**config.mk**
```make
export PLATFORM = sky130hd
export DESIGN_NAME = pipe_ctrl_regs
export DESIGN_NICKNAME = d
export VERILOG_FILES = /design/src/mips_pkg.sv /design/src/pipe_ctrl_regs.sv
export SDC_FILE = /design/constraint.sdc
export NUM_CORES = 1
export LEC_CHECK = 0
export BUFFER_PORTS_ARGS = -buffer_cell sky130_fd_sc_hd__buf_2
export CORE_MARGIN = 2
export CORE_UTILIZATION = 53
export CTS_CLUSTER_DIAMETER = 60
export DETAILED_ROUTE_END_ITERATION = 6
export PLACE_DENSITY = 0.87
export SYNTH_ARGS = -nofsm -noshare
export SYNTH_HDL_FRONTEND = slang
export SYNTH_SLANG_ARGS = --single-unit
export TNS_END_PERCENT = 10
```
**constraint.sdc**
```tcl
create_clock -name clk -period 3.04 [get_ports clk]
set_input_delay 0.152 -clock clk [delete_from_list [all_inputs] [get_ports clk]]
set_output_delay 0.152 -clock clk [all_outputs]
set_load 0.02 [all_outputs]
```
**src/mips_pkg.sv**
```systemverilog
package mips_pkg;

    // data RAM geometry
    localparam int DMEM_WORDS = 256;
    localparam int DMEM_AW    = 8;      // index width, byte address bits 9:2.

    // APB register map, byte offsets
    localparam logic [3:0] REG_CTRL    = 4'h0;  // bit 0 is run.
    localparam logic [3:0] REG_FLUSH   = 4'h4;  // write 1 to drop the EX/MEM contents.
    localparam logic [3:0] REG_RETIRED = 4'h8;  // writebacks plus stores.
    localparam logic [3:0] REG_EXCPC   = 4'hc;  // pc of the last overflow.

    typedef logic [31:0] word_t;
    typedef logic [31:0] addr_t;
    typedef logic [4:0]  reg_addr_t;
    typedef logic [63:0] dword_t;

    // operations issued into the execute stage
    typedef enum logic [3:0] {
        NOP  = 4'd0,
        ADD  = 4'd1,    // signed, traps on overflow.
        ADDU = 4'd2,
        SUB  = 4'd3,    // signed, traps on overflow.
        AND  = 4'd4,
        OR   = 4'd5,
        XOR  = 4'd6,
        SLT  = 4'd7,    // signed compare.
        SLL  = 4'd8,    // a shifted by b[4:0].
        LUI  = 4'd9,    // imm into the upper half.
        MULT = 4'd10,   // signed 64-bit product into hi/lo.
        LW   = 4'd11,
        SW   = 4'd12
    } alu_op_t;

endpackage
```
**src/pipe_ctrl_regs.sv**
```systemverilog
`timescale 1ns/1ps

module pipe_ctrl_regs (
    input  logic            clk,
    input  logic            rst,

    input  logic [3:0]      paddr,
    input  logic            psel,
    input  logic            penable,
    input  logic            pwrite,
    input  mips_pkg::word_t pwdata,
    output mips_pkg::word_t prdata,
    output logic            pready,
    output logic            pslverr,

    output logic            run,
    output logic            flush_pulse,

    input  logic            retire_pulse,
    input  logic            exc_valid,
    input  mips_pkg::addr_t exc_pc
);
    import mips_pkg::*;

    logic  access;
    logic  addr_ok;
    logic  ro_reg;
    logic  wr_en;
    word_t retired;
    word_t exc_pc_q;

    assign access = psel && penable;
    assign pready = access;              // no wait states.

    always_comb begin
        case (paddr)
            REG_CTRL, REG_FLUSH, REG_RETIRED, REG_EXCPC: addr_ok = 1'b1;
            default: addr_ok = 1'b0;
        endcase
    end

    assign ro_reg  = (paddr == REG_RETIRED) || (paddr == REG_EXCPC);
    assign pslverr = access && (!addr_ok || (pwrite && ro_reg));
    assign wr_en   = access && pwrite && !pslverr;

    always_comb begin
        case (paddr)
            REG_CTRL:    prdata = {31'b0, run};
            REG_RETIRED: prdata = retired;
            REG_EXCPC:   prdata = exc_pc_q;
            default:     prdata = '0;      // flush reads as zero.
        endcase
    end

    always_ff @(posedge clk) begin
        if (rst) begin
            run         <= 1'b0;
            flush_pulse <= 1'b0;
            retired     <= '0;
            exc_pc_q    <= '0;
        end else begin
            flush_pulse <= wr_en && (paddr == REG_FLUSH) && pwdata[0];  // one cycle.
            if (wr_en && (paddr == REG_CTRL)) begin
                run <= pwdata[0];
            end
            if (retire_pulse) begin
                retired <= retired + 32'd1;
            end
            if (exc_valid) begin
                exc_pc_q <= exc_pc;
            end
        end
    end

endmodule

```
[Yosys cells after proc, flatten, opt, wreduce, memory -nomap -nowiden]
Cells that the tools add are included.
Storage, ports and cells
  flip-flop bits (word level): 66
  input bits: 75
  logic and storage cells: 24
Operators by class
  add/subtract/negate cells: 1
  equality and inequality tests: 3
  muxes and demuxes: 2
  reductions and logical operators: 14
Operators by type and width (count)
  one-hot mux 32 bit (3 select lines): 1
  adder 32 x 1 -> 32 bit (second input constant): 1
  equality test 4 bit (second input constant): 2
  logical AND 1 bit: 8
  equality test 4 x 3 -> 1 bit (second input constant): 1
  zero test 4 bit: 1
  OR reduction 4 bit: 1
  zero test 1 bit: 2
  logical OR 1 bit: 2
  2-to-1 mux 1 bit: 1

[Logic depth before layout (Yosys ltp)]
  depth in word-level cells: 10
  mapped depth: 6
  mapped depth without buffers: 5

[Least setup slack after synthesis]
OpenSTA, ideal clock, no wires.
  path kind: register -> register
  start: register retired[6]
  end: register retired[31]
  arrival: 1.769 ns
  data required time: 2.917 ns
  slack: 1.147 ns
  cell stages (with the launch flop): 6
  buffers on the path: 1
  path through: dfxtp_1 -> nand4_2 -> or4_4 -> buf_2 -> nor4_1 -> mux2_1
On the way
  cells in the longest elaborated chain, start to end: 1
Ends and longest elaborated chain
  from (decl): line pipe_ctrl_regs.sv:29  | word_t retired;
  from (signal assigned): line pipe_ctrl_regs.sv:67  | retired <= retired + 32'd1;
  adder 32 x 1 -> 32 bit: line pipe_ctrl_regs.sv:67
No other way between the ends.
A chain may end at the register's enable or synchronous reset.

[Worst setup path after layout]
Ends and elaborated chain as after synthesis.

==> out/metrics.cfg <==
[outcome]
outcome = finished clean

[worst_setup_path]
worstSetupPathType = reg -> reg
startpoint = retired[6]
cpPeakStageDelay_ns = 0.67
worstReg2RegEnd = retired[31]
cp_cell_sequence = nand4_2, or4_4, nor4_1, mux2_1
r2r_slack_ns = 0.95
crit_cells = 4
endpoint_kind = flop
rr_worst_depth = 4
regToRegStartpoint = retired[6]
cp.arrival_ns = 2.33
crit_buf_inv = 0
cp_top_family = simple AND/OR/NAND/NOR gates
cp_max_fo = 31
slowest_stage = or4_4
cp.required_ns = 3.27
critPathLaunchType = flop

[synth]
synth_top_family_by_area = simple AND/OR/NAND/NOR gates
synthMuxAreaShare_pct = 12.27
yosysUniqueCellTypes = 35
synth-main-ff-cell = dfxtp_1
ys_top_cells_by_area = dfxtp_1, mux2i_1, a22o_1
netlist_area_um2 = 3049
synth_top_area_share_pct = 43.33
synth.top_cells.by_count = dfxtp_1, nor2_1, mux2i_1
synth_compound_area_share_pct = 16.13
ys_warn_count = 0
async_flop_share_pct = 0
synth-seq-cells = 66
synth_edf_count = 0
yosysMostFrequentCell = dfxtp_1
synth-simple-area-share_pct = 20.68
synth_area_leader_cell = dfxtp_1
synthCells = 332
syn-num-nets = 408
syn_avg_cell_area_um2 = 9.184
synth_xor_area_share_pct = 3.447
synthAdderAreaFrac_pct = 0.4103
ys_seq_area_share_pct = 43.33

[cts]
cts-htree-levels = 3
post_cts_buffers = 0
post_cts_resize_count = 0
cts_tree = built
hold_buffers = 0
clk_latency_ns = 0.36
clk_pin_slew_ns = 0.07
clockBufferDepth = 2
cts_num_sinks = 66
cts_buffers = 9
root_buffer = clkbuf_8

[floorplan]
core_region_area_um2 = 5540
dieHeight_um = 79.85
io_pins = 111
die_w_um = 79.85
start_util_pct = 55.04
dieArea_um2 = 6376
row_count = 27

[final_layout]
final_util_pct = 66.17
layout.nets = 477
antenna_cells = 0
area_delta_synth_final_pct = 20.23
drive_gt1_share_pct = 25.12
final_area_um2 = 3666

[sta]
fin_crit_sh_pct = 68.88
tightest_slew_ns = 0.9358
final.min_clock_period_ns = 2.094
hold_viol = 0
final-setup-viol-count = 0
max_freq_mhz = 477.6
setup_tns_ns = 0
finClkSkew_ns = 0.008041
grt_setup_unrepaired = no
finalMaxSlewViolations = 0
max_slew_margin_pct = 37.61

[min_path]
hold_path.class = in -> reg
worstHoldEndpoint = exc_pc_q[0]
hold_depth = 3
worstHoldStart = exc_pc[0]

[pwr]
power.total_mw = 1.806
vdd_drop_max_v = 0.0003740
pwr_density_cell_nw_per_um2 = 492.6
p_leak_nw = 1.592

[global_routing]
grt_pass1_vias = 2701
grt_max_degree = 46
antenna_found_initial = 0
grt_overflow = 0
track_usage_pct = 23.16
grt_pass1_wl_mm = 11.67

[placement]
placed_cell_area_um2 = 3461
dpl.hpwl_mm = 4.768
gp_congestion = 0.8021
portBuffers = 79

[routing]
vias = 2789
wl_per_cell_um = 14.77
routed_wl_mm = 7.061
drc_errors = 0
drtIter0Drc = 175
drtAntennaViolNets = 0
first_pass_iters = 5
vias_per_cell = 5.835

[flow_run]
drv_cap = 0

-- cell families after synthesis --
family	after synthesis
DFF	66
and+or+nand+nor	121
muxes	37
AOI/OAI and AO/OA	67
adders and majority gates	1
xor gates and xnor gates	12
buffers and inverters	28
-- worst max-delay path by stage --
stage	end	slack, ns
3_3_place_gp	retired[31]	1.00
6_report	retired[31]	0.95
5_1_grt	retired[14]	0.86
2_1_floorplan	retired[31]	1.15
4_1_cts	retired[31]	0.95
3_5_place_dp	retired[31]	0.97
-- layer usage --
layer  GRT usage, %  part of all wire (%)  up-vias  wire length (um)
met5              0                     0        -                 0
met4          10.68                   1.7        0               117
met3          5.995                   4.2       15               295
met2          40.25                    51       62              3591
met1          26.50                    43     1346              3055
li1               -                     -     1366                 -
-- worst reg2reg max path: cells and delay by family, from the launching register on --
kind             cells  cell delay [ns]
AND/OR/NAND/NOR      3             1.15
flip-flops           1             0.47
multiplexers         1             0.37
-- power by group --
group          leakage, nW  switching [mW]  internal (mW)
Clock               0.0986           0.344          0.422
Sequential           0.538          0.0162          0.893
Combinational        0.955          0.0706         0.0602
Total                 1.59           0.431           1.37
-- sequential cells by signal (all words and copies together), names as in the netlist --
name / count
exc_pc_q: 32
retired: 32
flush_pulse: 1
run: 1
-- area by class of cell --
class | instances | area, um2
clock buffers | 12 | 155.1
well taps | 72 | 90.09
inverters | 4 | 15.01
fillers | 481 | 1874
repair buffers | 82 | 417.9
multi-input cells | 238 | 1617
flip-flops and latches | 66 | 1321
clock inverters | 4 | 50.05
-- stage by stage --
| stage | worst slack, ns | std cells | hold slack [ns] |
|---|---|---|---|
| floorplan | 1.147 | 332 | 0.2959 |
| global placement | 1.001 | 462 | 0.3852 |
| detailed placement | 0.9745 | 462 | 0.3950 |
| CTS | 0.9524 | 478 | 0.02349 |
| global route | 0.8573 | 478 | 0.03847 |
| finish | 0.9461 | 478 | 0.03211 |
-- cell usage in the layout, fill, tap and decap left out, drive strengths merged, types with 12 or more instances in the layout --
cell | Yosys | routed
mux2i | 34 | 34
nor2 | 51 | 51
clkbuf | 13 | 12
buf | 11 | 82
or4 | 15 | 15
dfxtp | 66 | 66
nand2 | 12 | 12
o31ai | 14 | 14
a22o | 31 | 31
a21oi | 17 | 17
(Power assumes the default switching activity.)
