File: src/mips_pkg.sv
package mips_pkg;

    // data RAM geometry
    localparam int DMEM_WORDS = 256;
    localparam int DMEM_AW    = 8;      // index width, byte address bits 9:2.

    // APB register map, byte offsets
    localparam logic [3:0] REG_CTRL    = 4'h0;  // bit 0 is run.
    localparam logic [3:0] REG_FLUSH   = 4'h4;  // write 1 to drop the EX/MEM contents.
    localparam logic [3:0] REG_RETIRED = 4'h8;  // writebacks plus stores.
    localparam logic [3:0] REG_EXCPC   = 4'hc;  // pc of the last overflow.

    typedef logic [31:0] word_t;
    typedef logic [31:0] addr_t;
    typedef logic [4:0]  reg_addr_t;
    typedef logic [63:0] dword_t;

    // operations issued into the execute stage
    typedef enum logic [3:0] {
        NOP  = 4'd0,
        ADD  = 4'd1,    // signed, traps on overflow.
        ADDU = 4'd2,
        SUB  = 4'd3,    // signed, traps on overflow.
        AND  = 4'd4,
        OR   = 4'd5,
        XOR  = 4'd6,
        SLT  = 4'd7,    // signed compare.
        SLL  = 4'd8,    // a shifted by b[4:0].
        LUI  = 4'd9,    // imm into the upper half.
        MULT = 4'd10,   // signed 64-bit product into hi/lo.
        LW   = 4'd11,
        SW   = 4'd12
    } alu_op_t;

endpackage
File: src/ex_alu.sv
`timescale 1ns/1ps

module ex_alu (
    input  logic                issue_valid,
    input  mips_pkg::alu_op_t   op,
    input  mips_pkg::reg_addr_t rd,
    input  mips_pkg::word_t     a,
    input  mips_pkg::word_t     b,
    input  logic [15:0]         imm,
    input  mips_pkg::addr_t     pc,

    output mips_pkg::alu_op_t   out_op,
    output mips_pkg::reg_addr_t wd,
    output logic                wreg,
    output mips_pkg::word_t     wdata,
    output logic                whilo,
    output mips_pkg::word_t     hi,
    output mips_pkg::word_t     lo,
    output mips_pkg::word_t     mem_addr,
    output mips_pkg::word_t     reg2,
    output logic                except_ovf
);
    import mips_pkg::*;

    alu_op_t eff_op;
    word_t   imm_ext;
    word_t   sum;
    word_t   diff;
    dword_t  prod;
    logic    add_ovf;
    logic    sub_ovf;
    logic    wr_en;

    assign eff_op  = issue_valid ? op : NOP;  // no valid issue is a bubble.
    assign imm_ext = {{16{imm[15]}}, imm};
    assign sum     = a + b;
    assign diff    = a - b;
    assign prod    = $signed({{32{a[31]}}, a}) * $signed({{32{b[31]}}, b});

    // same signs in, different sign out.
    assign add_ovf = (a[31] == b[31]) && (sum[31] != a[31]);
    assign sub_ovf = (a[31] != b[31]) && (diff[31] != a[31]);

    always_comb begin
        wdata      = '0;
        wr_en      = 1'b0;
        whilo      = 1'b0;
        hi         = '0;
        lo         = '0;
        except_ovf = 1'b0;
        case (eff_op)
            ADD: begin
                wdata      = sum;
                wr_en      = !add_ovf;     // trap cancels the write.
                except_ovf = add_ovf;
            end
            ADDU: begin
                wdata = sum;
                wr_en = 1'b1;
            end
            SUB: begin
                wdata      = diff;
                wr_en      = !sub_ovf;
                except_ovf = sub_ovf;
            end
            AND: begin
                wdata = a & b;
                wr_en = 1'b1;
            end
            OR: begin
                wdata = a | b;
                wr_en = 1'b1;
            end
            XOR: begin
                wdata = a ^ b;
                wr_en = 1'b1;
            end
            SLT: begin
                wdata = {31'b0, ($signed(a) < $signed(b))};
                wr_en = 1'b1;
            end
            SLL: begin
                wdata = a << b[4:0];
                wr_en = 1'b1;
            end
            LUI: begin
                wdata = {imm, 16'b0};
                wr_en = 1'b1;
            end
            MULT: begin
                whilo = 1'b1;
                hi    = prod[63:32];
                lo    = prod[31:0];
            end
            LW: wr_en = 1'b1;                  // data comes from the RAM.
            default: wr_en = 1'b0;             // NOP and SW write no register.
        endcase
    end

    assign out_op   = eff_op;
    assign wd       = rd;
    assign wreg     = wr_en && (rd != 5'd0);   // r0 stays zero.
    assign mem_addr = a + imm_ext;
    assign reg2     = b;

endmodule

File: config.mk
export PLATFORM = sky130hd
export DESIGN_NAME = ex_alu
export DESIGN_NICKNAME = d
export VERILOG_FILES = /design/src/mips_pkg.sv /design/src/ex_alu.sv
export SDC_FILE = /design/constraint.sdc
export NUM_CORES = 2
export LEC_CHECK = 0
export BUFFER_PORTS_ARGS = -buffer_cell sky130_fd_sc_hd__buf_2
export CORE_MARGIN = 2
export CORE_UTILIZATION = 30
export DETAILED_ROUTE_END_ITERATION = 6
export GPL_TIMING_DRIVEN = 0
export SLEW_MARGIN = 20
export SYNTH_ARGS = -nofsm -noshare
export SYNTH_HDL_FRONTEND = slang
export SYNTH_SLANG_ARGS = --single-unit
File: constraint.sdc
create_clock -name vclk -period 37.5
set_clock_uncertainty 0.2 [all_clocks]
set_input_delay 7.5 -clock vclk [all_inputs]
set_output_delay 7.5 -clock vclk [all_outputs]
set_load 0.01 [all_outputs]
* Word-level counts from Yosys, hierarchy flattened
Cells that the tools add are included.
Widths: inputs -> output; s select.
** Operators by class
- Add/sub/neg operators :: 3
- Multiply operators :: 1
- Divide/modulo/power cells :: 0
- Order comparisons :: 1
- Equal/unequal tests :: 15
- Shifts and indexed selects :: 1
- Muxes and demuxes :: 7
- Bitwise logic cells :: 3
- Reductions and logical operators :: 8
** Operators with widths (count)
- $pmux 32 s8 :: 1
- $add 32x32->32 :: 2
- $mul 32x32->64 :: 1
- $mux 32 :: 2
- $and 32x32->32 :: 1
- $lt 32x32->1 :: 1
- $or 32x32->32 :: 1
- $shl 32x5->32 :: 1
- $sub 32x32->32 :: 1
- $xor 32x32->32 :: 1
- $eq 4x3->1 const B :: 4
- $eq 4x4->1 const B :: 4
- $eq 4x2->1 const B :: 2
- $reduce_or 8->1 :: 1
- $reduce_bool 5->1 :: 1
- $eq 4x1->1 const B :: 1
- $mux 4 :: 1
- $logic_and 1x1->1 :: 3
- $ne 1x1->1 :: 3
- $pmux 1 s3 :: 1
- $logic_not 1->1 :: 2
- $pmux 1 s2 :: 1
- $reduce_or 2->1 :: 1
- $eq 1x1->1 :: 1
- $mux 1 :: 1
** Storage, ports and cells
- Register bits :: 0
- Bits in latches :: 0
- Bits in writable memories :: 0
- Bits in read-only memories :: 0
- Bits of input ports :: 122
- Output and inout port bits :: 172
- Logic and storage cells :: 39
- Memories :: 0

* Logic depth before layout (Yosys ltp)
- Word-level depth :: 6
- Mapped depth :: 30
- Gate-level depth less buffers :: 27

* Worst setup path before layout
No wires, ideal clock.
- Path type :: input to output
- Start point :: input b[2]
- End point :: output hi[31]
- Arrival :: 15.473 ns
- Required time :: 29.800 ns
- Slack :: 14.327 ns
- Cell stages on the path :: 28
- Cell sequence :: clkbuf_1 -> clkbuf_1 -> clkbuf_1 -> nand2_1 -> inv_1 -> fa_1 -> fa_1 -> fa_1 -> fa_1 -> inv_1 -> fa_1 -> inv_1 -> fa_1 -> inv_1 -> fa_1 -> inv_1 -> fa_1 -> ha_1 -> a21oi_1 -> o21bai_1 -> a21oi_1 -> nor2b_1 -> nor2_1 -> nor2_1 -> a2111oi_0 -> o31a_1 -> a21oi_1 -> nor3_1
** On the way
- Word-level cells in the longest chain between the ends :: 2
** Ends and longest elaborated chain
- from (decl) :: line ex_alu.sv:8 : input mips_pkg::word_t b,
- $mul 32x32->64 :: line ex_alu.sv:38 : assign prod = $signed({{32{a[31]}}, a}) * $signed({{32{b[31]}}, b});
- $mux 32 :: line ex_alu.sv:51 : case (eff_op)
- to (decl) :: line ex_alu.sv:17 : output mips_pkg::word_t hi,
No other way between the ends.

* Worst setup path after layout
- Start point :: input b[2]
- End point :: output hi[30]
Same word-level chain as after synthesis.

==> impl_metrics.env <==
export IMPL_slowest_stage="o311ai_2"
export IMPL_fin_crit_ns=25.85
export IMPL_fin_tns_setup_ns=0
export IMPL_place_ws_ns=11.74
export IMPL_holdBufCountCts=0
export IMPL_die_h_um=384
export IMPL_cp_start_kind="input port"
export IMPL_coreArea_mm2=0.143
export IMPL_timing_final_hold_violations=0
export IMPL_die_area_mm2=0.147
export IMPL_grt_max_degree=19
export IMPL_yosysTopAreaCell="fa_1"
export IMPL_clkbuf_count=0
export IMPL_syn2layout_area_growth_pct=8.94
export IMPL_fin_ws_ns=11.65
export IMPL_fillers=15500
export IMPL_grt_pass1_vias=39800
export IMPL_arrival_ns=18.15
export IMPL_first_iter_violations=4176
export IMPL_design_seq_count=0
export IMPL_hold_end="wd[4]"
export IMPL_cts_resized=0
export IMPL_wire_per_inst_um=27.7
export IMPL_syn_avg_cell_area_um2=8.46
export IMPL_yosys_cell_count_top_type="fa_1"
export IMPL_antenna_found_initial=10
export IMPL_ff_latch_area_um2=0
export IMPL_hold_class="input port to primary output"
export IMPL_grt_pass1_wl_mm=291
export IMPL_grt_usage_pct=27.6
export IMPL_maxSlewHeadroom_pct=13.7
export IMPL_synthTopCellsByCount="1085 x fa_1, 1040 x inv_1, 701 x nor2_1"
export IMPL_hp_start="rd[4]"
export IMPL_cp_common_cell="fa_1"
export IMPL_portBuffers=262
export IMPL_cts_setup_buffers=0
export IMPL_end_kind="primary output"
export IMPL_final_antenna_net_count=0
export IMPL_start_util_pct=30.2
export IMPL_violations="design-rule violations"
export IMPL_ys_top_cells_by_area="fa_1 50%, ha_1 9.1%, inv_1 9.0%"
export IMPL_drive_gt1_share_pct=7.61
export IMPL_via_per_inst=5.27
export IMPL_max_slew_worst_pin_slew_ns=1.29
export IMPL_fmax_ghz=0.0387
export IMPL_firstDrtPassIters=7
export IMPL_slew_violations=0
export IMPL_setup_violations=0
export IMPL_rows=139
export IMPL_wl_mm=202
export IMPL_cap_violations=0
export IMPL_vias=38400
export IMPL_synth_area_mm2=0.0432
export IMPL_rsz0062_at_grt="false"
export IMPL_synth_cells=5107
export IMPL_cp_required_ns=29.80
export IMPL_drc_errors=3
export IMPL_worst_path_max_fanout=10
export IMPL_outcome="finished, violations left"
export IMPL_synth_cell_type_count=96
export IMPL_path_class="input port to primary output"
export IMPL_seq_area_frac_synth_pct=0
export IMPL_ios=294
export IMPL_nets=6896
export IMPL_yosysWarnings=0
export IMPL_timing_final_crit_share_pct=68.9
export IMPL_grt_overflow=0
export IMPL_die_w_um=384
export IMPL_crit_path_max_incr_delay_ns=0.86
export IMPL_dp_final_hpwl_mm=174
export IMPL_synth_top_area_share_pct=50.3
export IMPL_whs_path_depth=3
export IMPL_globalplace_congestion=1.03
export IMPL_syn_num_nets=6627
layout make-up:
class / count / area, µm² / share of cell area, %
antenna: 5 / 12.5 / 0.0266
buffer: 311 / 1350 / 2.87
inverter: 1068 / 4010 / 8.52
multi-input combinational: 3728 / 37900 / 80.5
tap: 1903 / 2380 / 5.06
timing repair buffer: 267 / 1420 / 3.01
critical path, delay by kind of cell:
family                   cells  cell delay [ns]
AO/OA/AOI/OAI                6             2.58
XOR/XNOR                     1             0.20
adder cells (fa/ha/maj)      9             4.38
buffers and inverters        8             2.78
AND/OR/NAND/NOR              3             0.66
cell families after synthesis:
| family | after synthesis | synth area share (%) |
|---|---|---|
| XOR/XNOR | 97 | 1.97 |
| adder cells (fa/ha/maj) | 1398 | 59.3 |
| AO/OA/AOI/OAI | 628 | 9.86 |
| buffers and inverters | 1379 | 12.3 |
| multiplexers | 46 | 1.63 |
| AND/OR/NAND/NOR | 1559 | 14.9 |
metal layers:
metal	vias up	wire (µm)	track usage (%)
met3	432	20000	6.26
met4	6	12500	13.2
li1	16100	-	-
met2	1995	88800	42.9
met5	-	41	0
met1	19800	80700	36.2
per-stage QoR:
stage / utilization, % / instances / cell area (µm²) / hold slack [ns]
after CTS: 32.8 / 7277 / 47000 / 15.08
after global placement: 32.7 / 7272 / 46900 / 15.08
after floorplan: - / 5107 / 43200 / 14.89
after detailed placement: 32.8 / 7277 / 47000 / 15.08
after global routing: 32.8 / 7277 / 47100 / 15.09
final: 32.8 / 7282 / 47100 / 15.08
cell usage in the layout, fill, tap and decap left out, types with 11 or more instances in the layout:
cell / instances
fa_1: 1084
inv_1: 1040
nor2_1: 701
nand2_1: 621
ha_1: 313
buf_2: 281
clkbuf_1: 186
a21oi_1: 177
o21ai_0: 102
xnor2_1: 63
buf_1: 54
nor3_1: 46
a21o_1: 46
nand3_1: 41
buf_4: 37
xor2_1: 34
clkinv_1: 26
o211ai_1: 25
o21bai_1: 25
and3_1: 23
a31oi_1: 23
mux2i_1: 22
a22oi_1: 21
nor2b_1: 19
mux4_2: 19
a221oi_1: 19
a211oi_1: 18
nand4_1: 18
o22ai_1: 18
nand2b_1: 16
a221o_1: 16
clkbuf_2: 15
and2_1: 14
o21a_1: 11
o221ai_1: 11
worst max path at each step:
stage / startpoint / endpoint
final: b[2] / hi[30]
after global routing: a[31] / hi[30]
after CTS: a[31] / hi[30]
after detailed placement: a[31] / hi[30]
after global placement: a[1] / hi[28]
after floorplan: b[2] / hi[31]
Power is left out: the tool's default activity adds up to more than one toggle a clock period on the data nets, which glitch-free logic cannot reach.
