[src/mips_pkg.sv]
package mips_pkg;

    // data RAM geometry
    localparam int DMEM_WORDS = 256;
    localparam int DMEM_AW    = 8;      // index width, byte address bits 9:2.

    // APB register map, byte offsets
    localparam logic [3:0] REG_CTRL    = 4'h0;  // bit 0 is run.
    localparam logic [3:0] REG_FLUSH   = 4'h4;  // write 1 to drop the EX/MEM contents.
    localparam logic [3:0] REG_RETIRED = 4'h8;  // writebacks plus stores.
    localparam logic [3:0] REG_EXCPC   = 4'hc;  // pc of the last overflow.

    typedef logic [31:0] word_t;
    typedef logic [31:0] addr_t;
    typedef logic [4:0]  reg_addr_t;
    typedef logic [63:0] dword_t;

    // operations issued into the execute stage
    typedef enum logic [3:0] {
        NOP  = 4'd0,
        ADD  = 4'd1,    // signed, traps on overflow.
        ADDU = 4'd2,
        SUB  = 4'd3,    // signed, traps on overflow.
        AND  = 4'd4,
        OR   = 4'd5,
        XOR  = 4'd6,
        SLT  = 4'd7,    // signed compare.
        SLL  = 4'd8,    // a shifted by b[4:0].
        LUI  = 4'd9,    // imm into the upper half.
        MULT = 4'd10,   // signed 64-bit product into hi/lo.
        LW   = 4'd11,
        SW   = 4'd12
    } alu_op_t;

endpackage
[src/ex_mem.sv]
`timescale 1ns/1ps

module ex_mem (
    input  logic                clk,
    input  logic                rst,
    input  logic                en,
    input  logic                flush,

    input  mips_pkg::alu_op_t   ex_op,
    input  mips_pkg::reg_addr_t ex_wd,
    input  logic                ex_wreg,
    input  mips_pkg::word_t     ex_wdata,
    input  logic                ex_whilo,
    input  mips_pkg::word_t     ex_hi,
    input  mips_pkg::word_t     ex_lo,
    input  mips_pkg::word_t     ex_mem_addr,
    input  mips_pkg::word_t     ex_reg2,
    input  mips_pkg::addr_t     ex_pc,
    input  logic                ex_except_ovf,

    output mips_pkg::alu_op_t   mem_op,
    output mips_pkg::reg_addr_t mem_wd,
    output logic                mem_wreg,
    output mips_pkg::word_t     mem_wdata,
    output logic                mem_whilo,
    output mips_pkg::word_t     mem_hi,
    output mips_pkg::word_t     mem_lo,
    output mips_pkg::word_t     mem_mem_addr,
    output mips_pkg::word_t     mem_reg2,
    output mips_pkg::addr_t     mem_pc,
    output logic                mem_except_ovf
);
    import mips_pkg::*;

    always_ff @(posedge clk) begin
        if (rst || flush) begin               // bubble.
            mem_op         <= NOP;
            mem_wd         <= '0;
            mem_wreg       <= 1'b0;
            mem_wdata      <= '0;
            mem_whilo      <= 1'b0;
            mem_hi         <= '0;
            mem_lo         <= '0;
            mem_mem_addr   <= '0;
            mem_reg2       <= '0;
            mem_pc         <= '0;
            mem_except_ovf <= 1'b0;
        end else if (en) begin
            mem_op         <= ex_op;
            mem_wd         <= ex_wd;
            mem_wreg       <= ex_wreg;
            mem_wdata      <= ex_wdata;
            mem_whilo      <= ex_whilo;
            mem_hi         <= ex_hi;
            mem_lo         <= ex_lo;
            mem_mem_addr   <= ex_mem_addr;
            mem_reg2       <= ex_reg2;
            mem_pc         <= ex_pc;
            mem_except_ovf <= ex_except_ovf;
        end
    end

endmodule

[config.mk]
export PLATFORM = sky130hd
export DESIGN_NAME = ex_mem
export DESIGN_NICKNAME = d
export VERILOG_FILES = /design/src/mips_pkg.sv /design/src/ex_mem.sv
export SDC_FILE = /design/constraint.sdc
export NUM_CORES = 1
export LEC_CHECK = 0
export CAP_MARGIN = 0
export CORE_AREA = 2 2 161 163
export DETAILED_ROUTE_END_ITERATION = 12
export DIE_AREA = 0 0 163 165
export DONT_BUFFER_PORTS = 1
export PLACE_DENSITY = 0.51
export SLEW_MARGIN = 20
export SYNTH_ARGS = -nofsm -noshare
export SYNTH_HDL_FRONTEND = slang
export SYNTH_SLANG_ARGS = --single-unit
export TNS_END_PERCENT = 50
[constraint.sdc]
create_clock -name clk -period 1.66 [get_ports clk]
set_clock_uncertainty 0.1 [all_clocks]
set_input_delay 0.498 -clock clk [delete_from_list [all_inputs] [get_ports clk]]
set_output_delay 0.498 -clock clk [all_outputs]
set_load 0.01 [all_outputs]
Yosys cells after proc, flatten, opt, wreduce, memory -nomap -nowiden
Cells that the tools add are included.

Bits in registers: 204. Input bits: 208.

Reduce and logical (&&, ||, !) cells: 1.

Operators by type and width (number): 1-bit logical OR (1).

Depth between registers and ports, before layout
Gate-level depths: netlist of run 1.

Depth after elaboration: 1. Gate-level depth with buffers: 5. Gate-level depth less buffers: 2.

Least setup slack after synthesis of run 1
OpenSTA, ideal clock, no wires.

Path kind: input-to-reg. Start point: input port en. End point: register mem_hi[0]. Arrival time: 1.172 ns. Slack: 0.273 ns. Cell stages on the path: 5. Path through: buf_2 -> buf_6 -> buf_6 -> mux2i_1 -> nor2_1.

RTL lines: from (decl) (line ex_mem.sv:6) `input logic en,`; to (signal assigned) (line ex_mem.sv:54) `mem_hi <= ex_hi;`; to (decl) (line ex_mem.sv:26) `output mips_pkg::word_t mem_hi,`.

Final worst setup path of run 1
Start point: register mem_mem_addr[1]. End point: output port mem_mem_addr[1].

RTL lines: from (decl) (line ex_mem.sv:28) `output mips_pkg::word_t mem_mem_addr,`; from (signal assigned) (line ex_mem.sv:56) `mem_mem_addr <= ex_mem_addr;`.

No word-level cell between the ends.

==> reports/metrics.cfg, run 1 <==
[grt]
grt_pass1_vias=4340
grt_usage_pct=11.3
grt_max_degree=205
antenna_found_initial=0
grt-ovfl-total=0
grt_pass1_wl_um=24300

[critical_path]
worst_ep_arrival_time_ns=0.93
worstPathRequired_ns=1.06
end_kind=output pin
r2r-end=mem_mem_addr[1]
startpoint_type=flop
ff2ff_path_depth=2
critical_path_class=reg -> out
cp_max_fo=2
reg2reg_slack_ns=0.87
rr_startpoint=mem_mem_addr[1]

[route]
vias=4400
drt_iter0_drc=223
vias_per_cell=4.44
wl_um=17100
ant_nets=0
routedWlPerCell_um=17.3
drt_first_pass_iters=4
drc=0

[logic_synthesis]
ys_ff_latch=204
synth_area_um2=7350
synth_edf_count=0
synth_cells=659
ys.flop_type=dfxtp_1
synth.distinct_cells=7
synthArstFlopShare_pct=0
synth.top_cells.by_area=dfxtp_1, mux2i_1, nor2_1, buf_6, buf_2
synth_largest_area_cell=dfxtp_1
avgSynthCellArea_um2=11.2
yosysSeqAreaShare_pct=55.5
synth_top_cell_area_share_pct=55.5
synth.top_cells.by_count=dfxtp_1, mux2i_1, nor2_1, buf_6, buf_2
syn-num-nets=867
ys_warn_count=0

[final_layout]
fin_util_pct=32.5
drive_above_1_share_pct=6.21
syn2layout_area_growth_pct=10.7
diodes=0
fin_nets=855
finalInstanceArea_um2=8140

[sta]
fmax_ghz=0.654
setup_viol=0
slew_violations=0
rsz0062_at_grt=no
worst_pin_slew_ns=0.351
fin_ws_ns=0.130
period_needed_ns=1.53
max-slew-margin-rel_pct=76.6
post-route-period-util_pct=92.2
hold_slack_ns=0.0474
hold_violations=0
finalSetupTns_ns=0

[placement]
dp_hpwl_um=12100
io_buffers=0
placed_area_um2=7440
post-place-ws_ns=0.216
place_congestion=0.725

[die]
die_w_um=163
die_height_um=165
io_pins=412
die_area_um2=26900
row_count=58
start_util_pct=29.4
coreArea_um2=25000

[cts]
htreeDepth=1
clk_pin_slew_ns=0.06
clock_latency_ns=0.49
cts_setup_buffers=0
root_buffer=clkbuf_16
cts_num_sinks=204
cts_made_buffers=22
cts_tree=yes
clock_path_buffers=3
cts.repair.resized=0
hold_buffers=0

[min_path]
min_from=ex_hi[1]
min_to=mem_hi[1]
hold_path_class=in -> reg
hold_depth=2

[flow_run]
cap_viol_max_count=0

[power_and_ir_drop]
peakVddDrop_mv=0.641
leakagePower_nw=3.53
power_density_nw_per_um2=1290

[status]
status=finished, final reports clean

## metal layers
metal | GRT usage [%] | up-vias | wire length, um
met3 | 4.45 | 23 | 1990
met2 | 20.6 | 256 | 8690
met4 | 3.86 | 0 | 330
met5 | 0 | - | 0
li1 | - | 2156 | -
met1 | 11.9 | 1965 | 6100
## placed cells by master, fill, tap and decap left out
cell type    n
bufinv_16    1
mux2i_1    204
clkinv_2     1
or2_4        1
nor2_1     204
buf_12       4
clkbuf_16   23
buf_4        6
clkbuf_1     7
dfxtp_1    204
clkbuf_8     5
## registers in the layout, indices dropped and copies added, names as in the netlist
name            flops
mem_except_ovf      1
mem_hi             32
mem_lo             32
mem_mem_addr       32
mem_op              4
mem_pc             32
mem_reg2           32
mem_wd              5
mem_wdata          32
mem_whilo           1
mem_wreg            1
## through the flow
step           instances  total power, W
4_1_cts              990          0.0106
6_report             990          0.0105
5_1_grt              990          0.0109
2_1_floorplan        659         0.00591
3_3_place_gp         953         0.00584
3_5_place_dp         953         0.00584
## layout make-up
cell class | instances | area, um2
Tap cell | 330 | 413
Sequential cell | 204 | 4080
Timing Repair Buffer | 10 | 125
Clock buffer | 35 | 671
Fill cell | 2571 | 16900
Clock inverter | 2 | 35.0
Multi-Input combinational cell | 409 | 2820
## power breakdown
group	switching, W	total [W]	internal, W
Sequential	0.000197	0.00526	0.00506
Combinational	0.000194	0.000471	0.000277
Clock	0.00185	0.00475	0.00290
Total	0.00224	0.0105	0.00824
## worst max path at each step
stage                          from         endpoint  slack (ns)  cells past startpoint
finish              mem_mem_addr[1]  mem_mem_addr[1]        0.13                      0
global route             mem_lo[25]       mem_lo[25]        0.06                      0
CTS                      mem_lo[25]       mem_lo[25]        0.07                      0
detailed placement            flush        mem_lo[1]        0.22                      4
global placement              flush       mem_lo[11]        0.25                      4
floorplan                        en        mem_hi[0]        0.27                      5
## cells by family (layout without fill, tap and decap cells)
logic type / after synthesis / count (layout) / synth area share (%)
muxes: 204 / 204 / 27.8
and+or+nand+nor: 205 / 205 / 10.5
DFF: 204 / 204 / 55.5
buffers and inverters: 46 / 47 / 6.21
Note: power is estimated with default switching activity, not from simulation.
==> run 2, diff against run 1 <==
--- a/config.mk
+++ b/config.mk
@@ -5,12 +5,13 @@
 export SDC_FILE = /design/constraint.sdc
 export NUM_CORES = 1
 export LEC_CHECK = 0
+export ABC_AREA = 0
 export CAP_MARGIN = 0
 export CORE_AREA = 2 2 161 163
 export DETAILED_ROUTE_END_ITERATION = 12
 export DIE_AREA = 0 0 163 165
 export DONT_BUFFER_PORTS = 1
-export PLACE_DENSITY = 0.51
+export PLACE_DENSITY = 0.52
 export SLEW_MARGIN = 20
 export SYNTH_ARGS = -nofsm -noshare
 export SYNTH_HDL_FRONTEND = slang
==> constraint.sdc (replaced) <==
create_clock -name clk -period 1.4 [get_ports clk]
set_clock_uncertainty 0.1 [all_clocks]
set_input_delay 0.42 -clock clk [delete_from_list [all_inputs] [get_ports clk]]
set_output_delay 0.42 -clock clk [all_outputs]
set_load 0.01 [all_outputs]
==> reports/metrics.cfg, run 2 <==
[cts]
clock_path_buffers=3
hold_buffers=200
cts_setup_buffers=0
root_buffer=clkbuf_16
cts_made_buffers=21
cts_num_sinks=204
htreeDepth=1
cts.repair.resized=243

[logic_synthesis]
synth.top_cells.by_count=dfxtp_1, mux2i_1, nor2_1, buf_6, buf_2
ys_ff_latch=204
synth_area_um2=7350
ys_warn_count=0
synth_top_cell_area_share_pct=55.5
avgSynthCellArea_um2=11.2
synth.top_cells.by_area=dfxtp_1, mux2i_1, nor2_1, buf_6, buf_2
synth_cells=659
synth.distinct_cells=7
synth_largest_area_cell=dfxtp_1
synthArstFlopShare_pct=0
synth_edf_count=0
syn-num-nets=867
ys.flop_type=dfxtp_1
yosysSeqAreaShare_pct=55.5

[placement]
dp_hpwl_um=12700
io_buffers=0
place_congestion=0.727

[status]
status=aborted with a tool error
stop_stage=4_1_cts
error_line=[ERROR RSZ-0060] Max buffer count reached.

[die]
die_w_um=163
io_pins=412
start_util_pct=29.4
die_height_um=165
row_count=58

## run 2: cells by family after synthesis
group / share of synthesized area, %
simple gates: 10.5
flops: 55.5
buf+inv: 6.21
mux: 27.8
## run 2: stage by stage
stage | cell area, um2 | utilization, % | hold WS (ns) | setup slack [ns] | cells
after detailed placement | 7520 | 30.0 | 0.451 | 0.0797 | 957
after global placement | 7520 | 30.0 | 0.445 | 0.102 | 957
after floorplan | 7350 | - | 0.430 | 0.0913 | 659
==> run 3, diff against run 2 <==
--- a/config.mk
+++ b/config.mk
@@ -7,11 +7,11 @@
 export LEC_CHECK = 0
 export ABC_AREA = 0
 export CAP_MARGIN = 0
-export CORE_AREA = 2 2 161 163
+export CORE_MARGIN = 1.5
+export CORE_UTILIZATION = 25
 export DETAILED_ROUTE_END_ITERATION = 12
-export DIE_AREA = 0 0 163 165
 export DONT_BUFFER_PORTS = 1
-export PLACE_DENSITY = 0.52
+export PLACE_DENSITY_LB_ADDON = 0.15
 export SLEW_MARGIN = 20
 export SYNTH_ARGS = -nofsm -noshare
 export SYNTH_HDL_FRONTEND = slang
==> constraint.sdc (replaced) <==
create_clock -name clk -period 1.82 [get_ports clk]
set_clock_uncertainty 0.1 [all_clocks]
set_input_delay 0.546 -clock clk [delete_from_list [all_inputs] [get_ports clk]]
set_output_delay 0.546 -clock clk [all_outputs]
set_load 0.01 [all_outputs]
==> reports/metrics.cfg, run 3 (synthesized netlist as in run 1, its figures left out) <==
[die]
die_w_um=175
coreArea_um2=28900
die_area_um2=30500
io_pins=412
row_count=62
start_util_pct=25.5
die_height_um=175

[final_layout]
finalInstanceArea_um2=8220
fin_nets=851
stdcell_count=1042
final_cell_mix=mux2i_1, nor2_1, dfxtp_1
fillers=3021
diodes=0
drive_above_1_share_pct=6.84
syn2layout_area_growth_pct=11.8

[placement]
dp_hpwl_um=12600
io_buffers=0
placed_area_um2=7440
place_congestion=0.726
place_inst=1002

[sta]
slew_violations=0
hold_slack_ns=0.0963
finalSetupTns_ns=0
worst_pin_slew_ns=0.355
post-route-period-util_pct=87.4
rsz0062_at_grt=no
fmax_ghz=0.629
setup_viol=0
max-slew-margin-rel_pct=76.3
hold_violations=0
period_needed_ns=1.59

[min_path]
hold_path_class=in -> reg

[cts]
clock_path_buffers=3
cts.repair.resized=0
htreeDepth=1
clk_pin_slew_ns=0.06
clock_latency_ns=0.49
cts_made_buffers=23
cts_tree=yes
hold_buffers=0
cts_num_sinks=204
cts_setup_buffers=0
root_buffer=clkbuf_16

[grt]
grt_max_degree=205
grt_pass1_wl_um=25700
antenna_found_initial=0
grt_usage_pct=10.6
grt_pass1_vias=4522
grt-ovfl-total=0

[route]
drt_iter0_drc=84
drt_first_pass_iters=4
vias_per_cell=4.30
ant_nets=0
wl_um=17600
vias=4479
routedWlPerCell_um=16.9
drc=0

[critical_path]
cp_max_fo=2
end_kind=output pin
worstPathRequired_ns=1.17
worst_ep_arrival_time_ns=0.94
startpoint_type=flop
critical_path_class=reg -> out

[power_and_ir_drop]
peakVddDrop_mv=0.583
power_density_nw_per_um2=1200
leakagePower_nw=3.54

[flow_run]
cap_viol_max_count=0

[status]
status=finished, final reports clean

==> run 3: final timing paths <==
path / slack, ns / cells after the start / endpoint / start
max: 0.23 / 0 / mem_mem_addr[27] / mem_mem_addr[27]
min: 0.1 / 2 / mem_reg2[14] / ex_reg2[14]
max reg2reg: 1.01 / 2 / mem_hi[8] / mem_hi[8]
min reg2reg: 0.46 / 2 / mem_mem_addr[4] / mem_mem_addr[4]
==> run 3: layer usage <==
layer,part of all wire [%],track usage [%],routed length [um]
met1,34,10.3,6070
met2,51,19.3,8910
met3,12,4.88,2150
met4,2.7,4.20,481
met5,0,0,0
==> run 3: cell type report <==
type	instances	area, um2	share of cell area, %
tap	384	480	5.84
clock inverter	7	77.6	0.943
multi-input combinational	409	2820	34.2
timing repair buffer	5	62.6	0.761
clock buffer	33	703	8.55
sequential	204	4080	49.7
==> run 3: power by group <==
group          total (W)  switching [W]  internal, W
Clock            0.00462        0.00179      0.00283
Sequential       0.00480       0.000183      0.00462
Combinational   0.000418       0.000178     0.000240
==> run 3: worst register-to-register path, delay by kind of cell (launching register included) <==
kind | cells | cell delay (ns)
DFF | 1 | 0.35
muxes | 1 | 0.17
and+or+nand+nor | 1 | 0.06
==> run 3: per-stage QoR <==
stage / power, W / util (%) / setup WS [ns]
after floorplan: 0.00539 / - / 0.385
after global placement: 0.00532 / 25.8 / 0.395
after detailed placement: 0.00532 / 25.8 / 0.334
after CTS: 0.0100 / 28.5 / 0.152
after global routing: 0.0103 / 28.5 / 0.157
final: 0.00983 / 28.5 / 0.229
